**src/hdl/qla_pkg.sv**
```systemverilog
package qla_pkg;

    // ------------------------------------------------------------------------
    // sizes
    // ------------------------------------------------------------------------
    localparam int NUM_CHAN    = 4;    // motor axes on the board
    localparam int CUR_W       = 16;   // adc / dac current word
    localparam int DATA_W      = 32;   // register data
    localparam int ADDR_W      = 16;   // register address
    localparam int SAFETY_HOLD = 8;    // overcurrent samples before trip

    // ------------------------------------------------------------------------
    // address map
    // ------------------------------------------------------------------------
    localparam logic [3:0] ADDR_MAIN    = 4'd0;   // main register space
    localparam logic [3:0] OFF_ADC_DATA = 4'd0;   // channel: current feedback
    localparam logic [3:0] OFF_DAC_CTRL = 4'd1;   // channel: current command
    localparam logic [3:0] OFF_STATUS   = 4'd0;   // board: status / control
    localparam logic [3:0] OFF_IDENT    = 4'd4;   // board: ident word

    localparam logic [31:0] BOARD_IDENT = "QLA1";

    typedef logic [CUR_W-1:0]    cur_t;
    typedef logic [NUM_CHAN-1:0] chan_vec_t;

    // addr[15:12] space, addr[7:4] channel, addr[3:0] offset
    typedef struct packed {
        logic [ADDR_W/4-1:0] space;
        logic [ADDR_W/4-1:0] reserved;
        logic [ADDR_W/4-1:0] chan;
        logic [ADDR_W/4-1:0] offset;
    } reg_addr_t;

    // one quadlet write from either host port
    typedef struct packed {
        logic              wen;
        reg_addr_t         waddr;
        logic [DATA_W-1:0] wdata;
    } host_wr_t;

    // write to OFF_STATUS, mask/value pairs
    typedef struct packed {
        logic [11:0] rsvd_hi;
        logic        pwr_mask;   // bit 19
        logic        pwr_val;    // bit 18
        logic [5:0]  rsvd_mid;
        logic [3:0]  amp_mask;   // 11:8, also safety clear mask
        logic [3:0]  rsvd_lo;
        logic [3:0]  amp_val;    // 3:0
    } status_wr_t;

    // read of OFF_STATUS
    typedef struct packed {
        logic [3:0] rsvd_31_28;
        logic [3:0] board_id;       // 27:24
        logic [3:0] rsvd_23_20;
        logic       pwr_enable;     // 19
        logic [6:0] rsvd_18_12;
        logic [3:0] safety_fault;   // 11:8
        logic [3:0] rsvd_7_4;
        logic [3:0] amp_enable;     // 3:0
    } status_rd_t;

endpackage

```
**src/hdl/host_bus.sv**
```systemverilog
`timescale 1ns/1ns

module host_bus (
    input  qla_pkg::host_wr_t          fw_wr,         // firewire write request
    input  qla_pkg::reg_addr_t         fw_raddr,      // firewire read address
    input  qla_pkg::host_wr_t          eth_wr,        // ethernet write request
    input  qla_pkg::reg_addr_t         eth_raddr,     // ethernet read address
    input  logic                       eth_read_en,   // ethernet owns the read path
    input  logic [qla_pkg::DATA_W-1:0] board_rdata,   // channel 0 read data
    input  logic [qla_pkg::DATA_W-1:0] chan_rdata,    // channels 1-4 read data
    output qla_pkg::host_wr_t          bus_wr,
    output qla_pkg::reg_addr_t         bus_raddr,
    output logic [qla_pkg::DATA_W-1:0] reg_rdata
);

    // ------------------------------------------------------------------------
    // request merge
    // ------------------------------------------------------------------------

    // ethernet wins, a colliding firewire write is dropped
    assign bus_wr = eth_wr.wen ? eth_wr : fw_wr;

    assign bus_raddr = eth_read_en ? eth_raddr : fw_raddr;   // read side select

    // ------------------------------------------------------------------------
    // read data mux
    // ------------------------------------------------------------------------
    always_comb begin
        reg_rdata = '0;   // other spaces / channels read zero
        if (bus_raddr.space == qla_pkg::ADDR_MAIN) begin
            if (bus_raddr.chan == 4'd0) begin
                reg_rdata = board_rdata;   // board i/o
            end
            else if (bus_raddr.chan <= 4'(qla_pkg::NUM_CHAN)) begin
                reg_rdata = chan_rdata;    // motor axes
            end
        end
    end

endmodule

```
**src/hdl/channel_regs.sv**
```systemverilog
`timescale 1ns/1ns

module channel_regs (
    input  logic                       sysclk,
    input  logic                       reset,
    input  qla_pkg::host_wr_t          bus_wr,
    input  qla_pkg::reg_addr_t         bus_raddr,
    input  qla_pkg::cur_t              cur_fb  [qla_pkg::NUM_CHAN],   // adc feedback
    output qla_pkg::cur_t              cur_cmd [qla_pkg::NUM_CHAN],   // dac command
    output logic [qla_pkg::DATA_W-1:0] chan_rdata
);

    localparam logic [qla_pkg::DATA_W-qla_pkg::CUR_W-1:0] PAD = '0;

    logic dac_wen;   // write to some channel's dac register

    assign dac_wen = bus_wr.wen
                  && (bus_wr.waddr.space == qla_pkg::ADDR_MAIN)
                  && (bus_wr.waddr.offset == qla_pkg::OFF_DAC_CTRL);

    // ------------------------------------------------------------------------
    // command registers, axis n lives at index n-1
    // ------------------------------------------------------------------------
    always_ff @(posedge sysclk) begin
        if (reset) begin
            for (int i = 0; i < qla_pkg::NUM_CHAN; i++) begin
                cur_cmd[i] <= '0;   // amps off at power-up
            end
        end
        else begin
            for (int i = 0; i < qla_pkg::NUM_CHAN; i++) begin
                if (dac_wen && (bus_wr.waddr.chan == 4'(i + 1))) begin
                    cur_cmd[i] <= bus_wr.wdata[qla_pkg::CUR_W-1:0];   // low half only
                end
            end
        end
    end

    // read back, zero extended
    always_comb begin
        chan_rdata = '0;
        for (int i = 0; i < qla_pkg::NUM_CHAN; i++) begin
            if (bus_raddr.chan == 4'(i + 1)) begin
                if (bus_raddr.offset == qla_pkg::OFF_DAC_CTRL) begin
                    chan_rdata = {PAD, cur_cmd[i]};
                end
                else if (bus_raddr.offset == qla_pkg::OFF_ADC_DATA) begin
                    chan_rdata = {PAD, cur_fb[i]};
                end
            end
        end
    end

endmodule

```
**src/hdl/safety_check.sv**
```systemverilog
`timescale 1ns/1ns

module safety_check (
    input  logic          sysclk,
    input  logic          reset,
    input  qla_pkg::cur_t cur_in,   // measured current
    input  qla_pkg::cur_t cmd_in,   // commanded current
    input  logic          clear,    // one-cycle fault clear
    output logic          fault
);

    logic [qla_pkg::CUR_W:0]               limit;      // 2 * cmd, one spare bit
    logic                                  over;       // overcurrent this sample
    logic [$clog2(qla_pkg::SAFETY_HOLD)-1:0] over_cnt;   // consecutive over samples

    assign limit = {cmd_in, 1'b0};
    assign over  = {1'b0, cur_in} > limit;   // equal is still fine

    // ------------------------------------------------------------------------
    // run-length counter and fault latch
    // ------------------------------------------------------------------------
    always_ff @(posedge sysclk) begin
        if (reset) begin
            over_cnt <= '0;
            fault    <= 1'b0;
        end
        else begin
            if (!over) begin
                over_cnt <= '0;   // any good sample restarts the run
            end
            else if (over_cnt != $bits(over_cnt)'(qla_pkg::SAFETY_HOLD - 1)) begin
                over_cnt <= over_cnt + 1'b1;   // saturates at hold - 1
            end

            // clear has priority over a new trip
            if (clear) begin
                fault <= 1'b0;
            end
            else if (over && (over_cnt == $bits(over_cnt)'(qla_pkg::SAFETY_HOLD - 1))) begin
                fault <= 1'b1;   // hold-th sample in a row
            end
        end
    end

endmodule

```
**src/hdl/board_regs.sv**
```systemverilog
`timescale 1ns/1ns

module board_regs (
    input  logic                       sysclk,
    input  logic                       reset,
    input  qla_pkg::host_wr_t          bus_wr,
    input  qla_pkg::reg_addr_t         bus_raddr,
    input  logic [3:0]                 board_id,       // rotary switch
    input  qla_pkg::chan_vec_t         safety_fault,   // latched trips per axis
    output logic [qla_pkg::DATA_W-1:0] board_rdata,
    output qla_pkg::chan_vec_t         safety_clear,   // one-cycle pulse
    output qla_pkg::chan_vec_t         amp_enable,
    output logic                       pwr_enable      // amp power supply
);

    qla_pkg::status_wr_t wr_word;       // write data seen as status fields
    qla_pkg::status_rd_t status_word;   // read view
    qla_pkg::chan_vec_t  amp_req;       // host requested amp state
    logic                status_wen;

    assign wr_word = bus_wr.wdata;

    assign status_wen = bus_wr.wen
                     && (bus_wr.waddr.space == qla_pkg::ADDR_MAIN)
                     && (bus_wr.waddr.chan == 4'd0)
                     && (bus_wr.waddr.offset == qla_pkg::OFF_STATUS);

    // ------------------------------------------------------------------------
    // power / amp control
    // ------------------------------------------------------------------------
    always_ff @(posedge sysclk) begin
        if (reset) begin
            pwr_enable   <= 1'b0;
            amp_req      <= '0;
            safety_clear <= '0;
        end
        else begin
            // re-enabling an axis also clears its safety trip
            safety_clear <= status_wen ? (wr_word.amp_mask & wr_word.amp_val) : '0;
            if (status_wen) begin
                if (wr_word.pwr_mask) begin
                    pwr_enable <= wr_word.pwr_val;
                end
                // only masked bits change
                amp_req <= (amp_req & ~wr_word.amp_mask) | (wr_word.amp_val & wr_word.amp_mask);
            end
        end
    end

    // no power or a latched fault forces the amp off
    assign amp_enable = amp_req & ~safety_fault & {qla_pkg::NUM_CHAN{pwr_enable}};

    // ------------------------------------------------------------------------
    // read back
    // ------------------------------------------------------------------------
    always_comb begin
        status_word              = '0;
        status_word.board_id     = board_id;
        status_word.pwr_enable   = pwr_enable;
        status_word.safety_fault = safety_fault;
        status_word.amp_enable   = amp_enable;
    end

    always_comb begin
        board_rdata = '0;
        if (bus_raddr.offset == qla_pkg::OFF_STATUS) begin
            board_rdata = status_word;
        end
        else if (bus_raddr.offset == qla_pkg::OFF_IDENT) begin
            board_rdata = qla_pkg::BOARD_IDENT;   // "QLA1"
        end
    end

endmodule

```
**src/hdl/qla_top.sv**
```systemverilog
`timescale 1ns/1ns

module qla_top (
    input  logic                       sysclk,
    input  logic                       reset,
    input  qla_pkg::host_wr_t          fw_wr,
    input  qla_pkg::reg_addr_t         fw_raddr,
    input  qla_pkg::host_wr_t          eth_wr,
    input  qla_pkg::reg_addr_t         eth_raddr,
    input  logic                       eth_read_en,
    input  logic [3:0]                 board_id,
    input  qla_pkg::cur_t              cur_fb  [qla_pkg::NUM_CHAN],
    output logic [qla_pkg::DATA_W-1:0] reg_rdata,
    output qla_pkg::cur_t              cur_cmd [qla_pkg::NUM_CHAN],
    output qla_pkg::chan_vec_t         amp_enable,
    output logic                       pwr_enable
);

    qla_pkg::host_wr_t          bus_wr;         // merged write request
    qla_pkg::reg_addr_t         bus_raddr;      // merged read address
    logic [qla_pkg::DATA_W-1:0] board_rdata;    // channel 0
    logic [qla_pkg::DATA_W-1:0] chan_rdata;     // channels 1-4
    qla_pkg::chan_vec_t         safety_fault;
    qla_pkg::chan_vec_t         safety_clear;

    // ------------------------------------------------------------------------
    // host side
    // ------------------------------------------------------------------------
    host_bus i_host_bus (
        .fw_wr       (fw_wr),
        .fw_raddr    (fw_raddr),
        .eth_wr      (eth_wr),
        .eth_raddr   (eth_raddr),
        .eth_read_en (eth_read_en),
        .board_rdata (board_rdata),
        .chan_rdata  (chan_rdata),
        .bus_wr      (bus_wr),
        .bus_raddr   (bus_raddr),
        .reg_rdata   (reg_rdata)
    );

    channel_regs i_channel_regs (
        .sysclk     (sysclk),
        .reset      (reset),
        .bus_wr     (bus_wr),
        .bus_raddr  (bus_raddr),
        .cur_fb     (cur_fb),
        .cur_cmd    (cur_cmd),
        .chan_rdata (chan_rdata)
    );

    board_regs i_board_regs (
        .sysclk       (sysclk),
        .reset        (reset),
        .bus_wr       (bus_wr),
        .bus_raddr    (bus_raddr),
        .board_id     (board_id),
        .safety_fault (safety_fault),
        .board_rdata  (board_rdata),
        .safety_clear (safety_clear),
        .amp_enable   (amp_enable),
        .pwr_enable   (pwr_enable)
    );

    // one checker per axis, feedback vs twice the command
    for (genvar i = 0; i < qla_pkg::NUM_CHAN; i++) begin : g_safety
        safety_check i_safety_check (
            .sysclk (sysclk),
            .reset  (reset),
            .cur_in (cur_fb[i]),
            .cmd_in (cur_cmd[i]),
            .clear  (safety_clear[i]),
            .fault  (safety_fault[i])
        );
    end

endmodule

```
**config.mk**
```make
export PLATFORM = sky130hd
export DESIGN_NAME = qla_top
export DESIGN_NICKNAME = d
export VERILOG_FILES = /design/src/hdl/qla_pkg.sv /design/src/hdl/host_bus.sv /design/src/hdl/channel_regs.sv /design/src/hdl/safety_check.sv /design/src/hdl/board_regs.sv /design/src/hdl/qla_top.sv
export SDC_FILE = /design/constraint.sdc
export NUM_CORES = 1
export LEC_CHECK = 0
export BUFFER_PORTS_ARGS = -buffer_cell sky130_fd_sc_hd__buf_2
export CORE_UTILIZATION = 49
export CTS_BUF_LIST = sky130_fd_sc_hd__clkbuf_16
export DETAILED_ROUTE_END_ITERATION = 10
export GPL_TIMING_DRIVEN = 1
export PLACE_DENSITY = 0.82
export SETUP_SLACK_MARGIN = 0.02
export SLEW_MARGIN = 20
export SYNTH_ARGS = -nofsm -noshare
export SYNTH_HDL_FRONTEND = slang
export SYNTH_SLANG_ARGS = --single-unit
```
**constraint.sdc**
```tcl
create_clock -name sysclk -period 2.4 [get_ports sysclk]
set_input_delay 0.24 -clock sysclk [delete_from_list [all_inputs] [get_ports sysclk]]
set_output_delay 0.24 -clock sysclk [all_outputs]
set_load 0.05 [all_outputs]
```
; Word level (Yosys, flattened, before mapping)
; Cells that the tools add are included.
[word_totals]
regBits = 89
latch_bits = 0
ram_bits = 0
rom_bits = 0
output_inout_bits = 101
elab_cells = 102
n_memories = 0
[op_classes]
n_addsub = 4
n_mul = 0
n_div = 0
n_lt_le_gt_ge = 5
eq_ne = 19
shift = 0
mux = 19
n_bitwise = 12
reduce_logical = 28
[ops]
columns = op, n
row1 = 32-bit two-way mux, 15
row2 = 16-bit by 17-bit > comparator with 1-bit output, 4
row3 = 49-bit two-way mux, 1
row4 = 16-bit two-way mux, 2
row5 = 31-bit two-way mux, 1
row6 = 4-bit zero test, 6
row7 = 2-bit OR reduction, 9
row8 = 4-bit AND, 4
row9 = "4-bit by 1-bit == test with 1-bit output, second input constant", 4
row10 = "4-bit by 2-bit == test with 1-bit output, second input constant", 4
row11 = "3-bit by 1-bit adder with 3-bit output, second input constant", 4
row12 = "3-bit == test, second input constant", 4
row13 = "4-bit by 3-bit == test with 1-bit output, second input constant", 3
row14 = 1-bit logical AND, 12
row15 = "3-bit inequality test, second input constant", 4
row16 = 4-bit NOT, 2
row17 = 1-bit NOT, 5
row18 = "4-bit by 3-bit <= comparator with 1-bit output, second input constant", 1
row19 = 4-bit bitwise OR, 1
row20 = 2-bit AND reduction, 1

; Logic depth before layout (Yosys ltp)
[depth]
ltp_word = 17
depth_mapped = 10
ltp_nobuf = 8

; Hierarchy
; Synthesis repeated with hierarchy kept, for this count alone.
[unflattened]
hier_cells = 1034
area_unflattened_um2 = 8702.1
[modules_own_cells]
columns = mod, n_inst, cells_per_inst, area_per_inst_um2
row1 = channel_regs, 1, 464, 3876.2
row2 = safety_check, 4, 69, 590.6
row3 = host_bus, 1, 199, 1660.3
row4 = board_regs, 1, 95, 803.3

; Least setup slack after synthesis
; No wires, ideal clock.
[synth_path]
kind = input-to-output
start = in eth_read_en
end = out reg_rdata[8] (netlist name)
arrival_ps = 2658
slack_ps = -498
stages = 8
cell_sequence = buf_4 mux2i_1 buf_2 buf_2 a21oi_1 a221oi_1 o21ai_0 a211oi_1
[synth_between]
elab_chain_len = 17
[synth_lines]
columns = element, line_no
row1 = "start, declared", qla_top.sv:10  ; input logic eth_read_en,
row2 = 16-bit two-way mux (*), host_bus.sv:23  ; assign bus_raddr = eth_read_en ? eth_raddr : fw_raddr;
row3 = 4-bit zero test, "channel_regs.sv:47, board_regs.sv:66"
row4 = 16-bit two-way mux, channel_regs.sv:47  ; else if (bus_raddr.offset == qla_pkg::OFF_ADC_DATA) begin
row5 = 32-bit two-way mux, channel_regs.sv:44  ; if (bus_raddr.offset == qla_pkg::OFF_DAC_CTRL) begin
row6 = 32-bit two-way mux, channel_regs.sv:43  ; if (bus_raddr.chan == 4'(i + 1)) begin
row7 = 32-bit two-way mux, channel_regs.sv:47
row8 = 32-bit two-way mux, channel_regs.sv:44
row9 = 32-bit two-way mux, channel_regs.sv:43
row10 = 32-bit two-way mux, channel_regs.sv:47
row11 = 32-bit two-way mux, channel_regs.sv:44
row12 = 32-bit two-way mux, channel_regs.sv:43
row13 = 32-bit two-way mux, channel_regs.sv:47
row14 = 32-bit two-way mux, channel_regs.sv:44
row15 = 32-bit two-way mux, channel_regs.sv:43
row16 = 32-bit two-way mux, host_bus.sv:34  ; else if (bus_raddr.chan <= 4'(qla_pkg::NUM_CHAN)) begin
row17 = 32-bit two-way mux, host_bus.sv:31  ; if (bus_raddr.chan == 4'd0) begin
row18 = 32-bit two-way mux (*), host_bus.sv:30  ; if (bus_raddr.space == qla_pkg::ADDR_MAIN) begin
row19 = "end, declared", qla_top.sv:13  ; output logic [qla_pkg::DATA_W-1:0] reg_rdata,
; Mark *: on every way between the ends. The rest lies on a longest branch, timed or not.

; Worst setup path in the final report
[layout_path]
start = in eth_read_en
end = out reg_rdata[5] (netlist name)
; Same word-level chain as after synthesis.

==> impl_metrics.toml <==
[worst_setup_path]
cp-start-kind = "input port"
ff2ff_setup_slack_ns = 0.13
rr_worst_depth = 8
path_buf_inv = 4
cp_max_fo = 9
cpMostUsedCell = "buf_6"
arrival_ns = 2.11
cp_top_family = "buffers and inverters"
path_class = "input port to output port"
slowest_stage = "a311o_1"
cp_num_cells = 9
worstPathCellList = "buf_6, buf_6, mux2i_4, nor2_1, buf_4, and3_1, a311o_1, a41o_2, buf_6"
rr_endpoint = "g_safety[0].i_safety_check.over_cnt[1]$_SDFFE_PP0N_"
reg2reg_from = "i_channel_regs.cur_cmd[53]$_SDFFE_PP0P_"
critPathMaxStageDelay_ns = 0.36
worstSetupEndpointType = "output port"
crit_required_ns = 2.16

[yosys]
muxShareOfSynthArea = 0.05626
synth_fa_ha_area_frac = 0.1242
synth_compound_area_frac = 0.2694
ys_seq_area_frac = 0.2601
synth-simple-area-share = 0.2004
synth-seq-cells = 89
async_reset_ff_frac = 0
synth_cells = 837
synth_top_family_by_area = "compound AO/OA/AOI/OAI gates"
synth_flop_cell = "dfxtp_1"
synth_xor_xnor_area_share = 0.005114
synth_edf_count = 0
synth_cell_types = 75
yosysWarnings = 0
syn_area_per_cell_um2 = 8.184
synth_area_mm2 = 0.006850

[cells_and_area]
nFillCells = 1083
instances_no_fill = 1320
diodes = 0
final_util = 0.7024
area_growth_pct = 37.94
drive_gt1_frac = 0.3794
final_cell_mix = "234 x buf_2, 112 x nor2_1, 86 x dfxtp_1"
final_common_cell = "buf_2"
layout.nets = 1408

[grt]
overflow = 0
grt_pass1_vias = 7372
antenna_found_initial = 0
grtUsageTotal = 0.3579
grt_start_max_net_pins = 36
grt_pass1_wl_mm = 39.18

[floorplanning]
fp.dieArea_mm2 = 0.01446
num_io_pins = 302
die_h_um = 120.2
start_util = 0.5092
fp.coreArea_mm2 = 0.01345
rows = 42
die_x_um = 120.2

[sta]
rsz0062_at_grt = "yes"
fin_skew_ns = 0.007466
report.final.slew_viol_count = 0
setup_viol = 0
slew_headroom = 0.5472
tightest_slew_ns = 0.6603
fmaxAchievable_mhz = 426.0
hold_viol = 0
period_needed_ns = 2.347
fin_crit_sh = 0.9780

[pwr]
p_int_uw = 2675
powerDensity_mw_per_mm2 = 398.3
comb_power_share = 0.236
vdd_ir_drop_max_v = 0.0003261
p_seq_frac = 0.398
swShare = 0.2892
p_leak_uw = 0.004090
switchingPower_uw = 1089
power_frac_clock = 0.366

[cts]
cts-root-buf = "clkbuf_16"
clk-insertion-delay-late_ns = 0.34
cts.reportedPaths.clkPinSlew_ns = 0.07
numCtsBuffers = 9
cts_sinks = 89
cts-hold-fix-buffers = 0
cts_tree = "done"
clock_path_buffers = 2
htreeDepth = 3

[run_status]
status = "finished clean"

[worst_hold_path]
hold_path.class = "input port to flip-flop"
min_from = "fw_wr[19]"
whs_endpoint = "i_board_regs.pwr_enable$_SDFFE_PP0P_"
hold_depth = 3

[detailed_routing]
routed_wl_mm = 26.50
wl_per_cell_um = 20.07
initialDrtViolationCount = 761
drc = 0
vias_per_cell = 6.010
antenna_left = 0
first_pass_iters = 5
route.vias.total = 7933

[placed_design]
numPortBuffers = 250
gp_congestion = 1.023
placed_cells = 1301
dpl.hpwl_mm = 21.52

[run]
maxCapViolCount = 0
[flip-flops by register name, summed over array words and instances, names as in the netlist, named ones only]
name                              count
g_safety.i_safety_check.fault         4
g_safety.i_safety_check.over_cnt     12
i_board_regs.pwr_enable               1
i_board_regs.safety_clear             4
i_channel_regs.cur_cmd               64
[layer usage]
metal	track usage	wire length (um)	part of all wire
met5	0	0	0
met4	0.2106	1495	0.056
met3	0.05802	2702	0.10
met1	0.4525	10360	0.39
met2	0.5747	11940	0.45
[metrics by stage]
step                      power [uW]  cell area, um^2  worst slack, ns  setup TNS, ns  hold slack [ns]
after global placement          2332             8835          -0.1693         -2.245           0.3788
after CTS                       3735             9354          0.02115              0           0.2514
final                           3764             9449          0.05269              0           0.2520
after global routing            3911             9449         0.009063              0           0.2660
after detailed placement        2347             8835          -0.1851         -2.241           0.3836
after floorplan                 1963             6920         -0.04250       -0.04250           0.3308
[what timing repair did]
action,in CTS,in global routing
resized for setup,48,21
gates cloned,1,0
buffers inserted,1,1
setup endpoints to repair,20,20
pin swaps,3,10
[how the worst max path moves through the flow]
stage,start,to,slack (ns)
after detailed placement,eth_read_en,reg_rdata[14],-0.19
final,eth_read_en,reg_rdata[5],0.05
after floorplan,eth_read_en,reg_rdata[8],-0.04
after global routing,eth_raddr[6],reg_rdata[1],0.009
after CTS,eth_read_en,reg_rdata[13],0.02
after global placement,eth_read_en,reg_rdata[8],-0.17
[worst reg2reg max path: cells and delay by family (launching register included)]
family	cells	cell delay (ns)
AND/OR/NAND/NOR	2	0.58
adder cells (fa/ha/maj)	1	0.19
AO/OA/AOI/OAI	3	0.64
buffers and inverters	2	0.32
flip-flops	1	0.39
[power groups by stage]
stage / clock network (uW) / logic [uW] / registers [uW]
floorplan: 0 / 433 / 1530
global placement: 0 / 802 / 1530
detailed placement: 0 / 817 / 1530
CTS: 1380 / 853 / 1500
global route: 1470 / 946 / 1500
finish: 1380 / 887 / 1500
[cell usage after synthesis (3+ instances only)]
cell       instances  area (um^2)
a211oi_1          59        442.9
a211oi_2          15        187.7
a21o_1             6        45.04
a21oi_1           46        230.2
a221oi_1          10        87.58
a22o_1            13        113.9
a22oi_1            4        30.03
a31oi_1            3        18.77
a32o_1             6        60.06
a32oi_1            6        52.55
a41o_1             3        30.03
and2_1             7        43.79
and3b_1            3        26.28
buf_2             19        95.09
buf_4             15        112.6
buf_6              4        45.04
clkbuf_1          17        63.81
dfxtp_1           89         1782
ha_1              68        850.8
inv_1             68        255.2
mux2_2             4        45.04
mux2i_1           34        340.3
nand2_1           40        150.1
nand2b_1           8        50.05
nand3_1            6        30.03
nand4_1            9        56.30
nand4b_1           3        26.28
nor2_1           117        439.2
nor2b_1            9        56.30
nor3_1            27        135.1
nor4_1            12        75.07
o2111ai_1          4        35.03
o211ai_1           4        30.03
o21a_1             6        45.04
o21ai_0           28        140.1
o221ai_1           6        52.55
o22a_1             4        35.03
o31ai_1            3        22.52
or4_1              3        22.52
xor2_1             4        35.03
[cell families after synthesis]
kind of cell | count (synthesis)
AO/OA/AOI/OAI | 245
XOR/XNOR | 4
adder cells (fa/ha/maj) | 68
buffers and inverters | 124
flip-flops | 89
multiplexers | 38
other | 1
AND/OR/NAND/NOR | 268
[layout make-up]
class	instances	area, um^2	area share
inverters	68	255.2	0.02701
clock buffers	9	225.2	0.02383
well taps	176	220.2	0.02331
repair buffers	341	2126	0.2250
clock inverters	7	71.32	0.007548
flip-flops and latches	89	1785	0.1890
multi-input cells	630	4766	0.5044
Power figures use the tool's default switching activity.
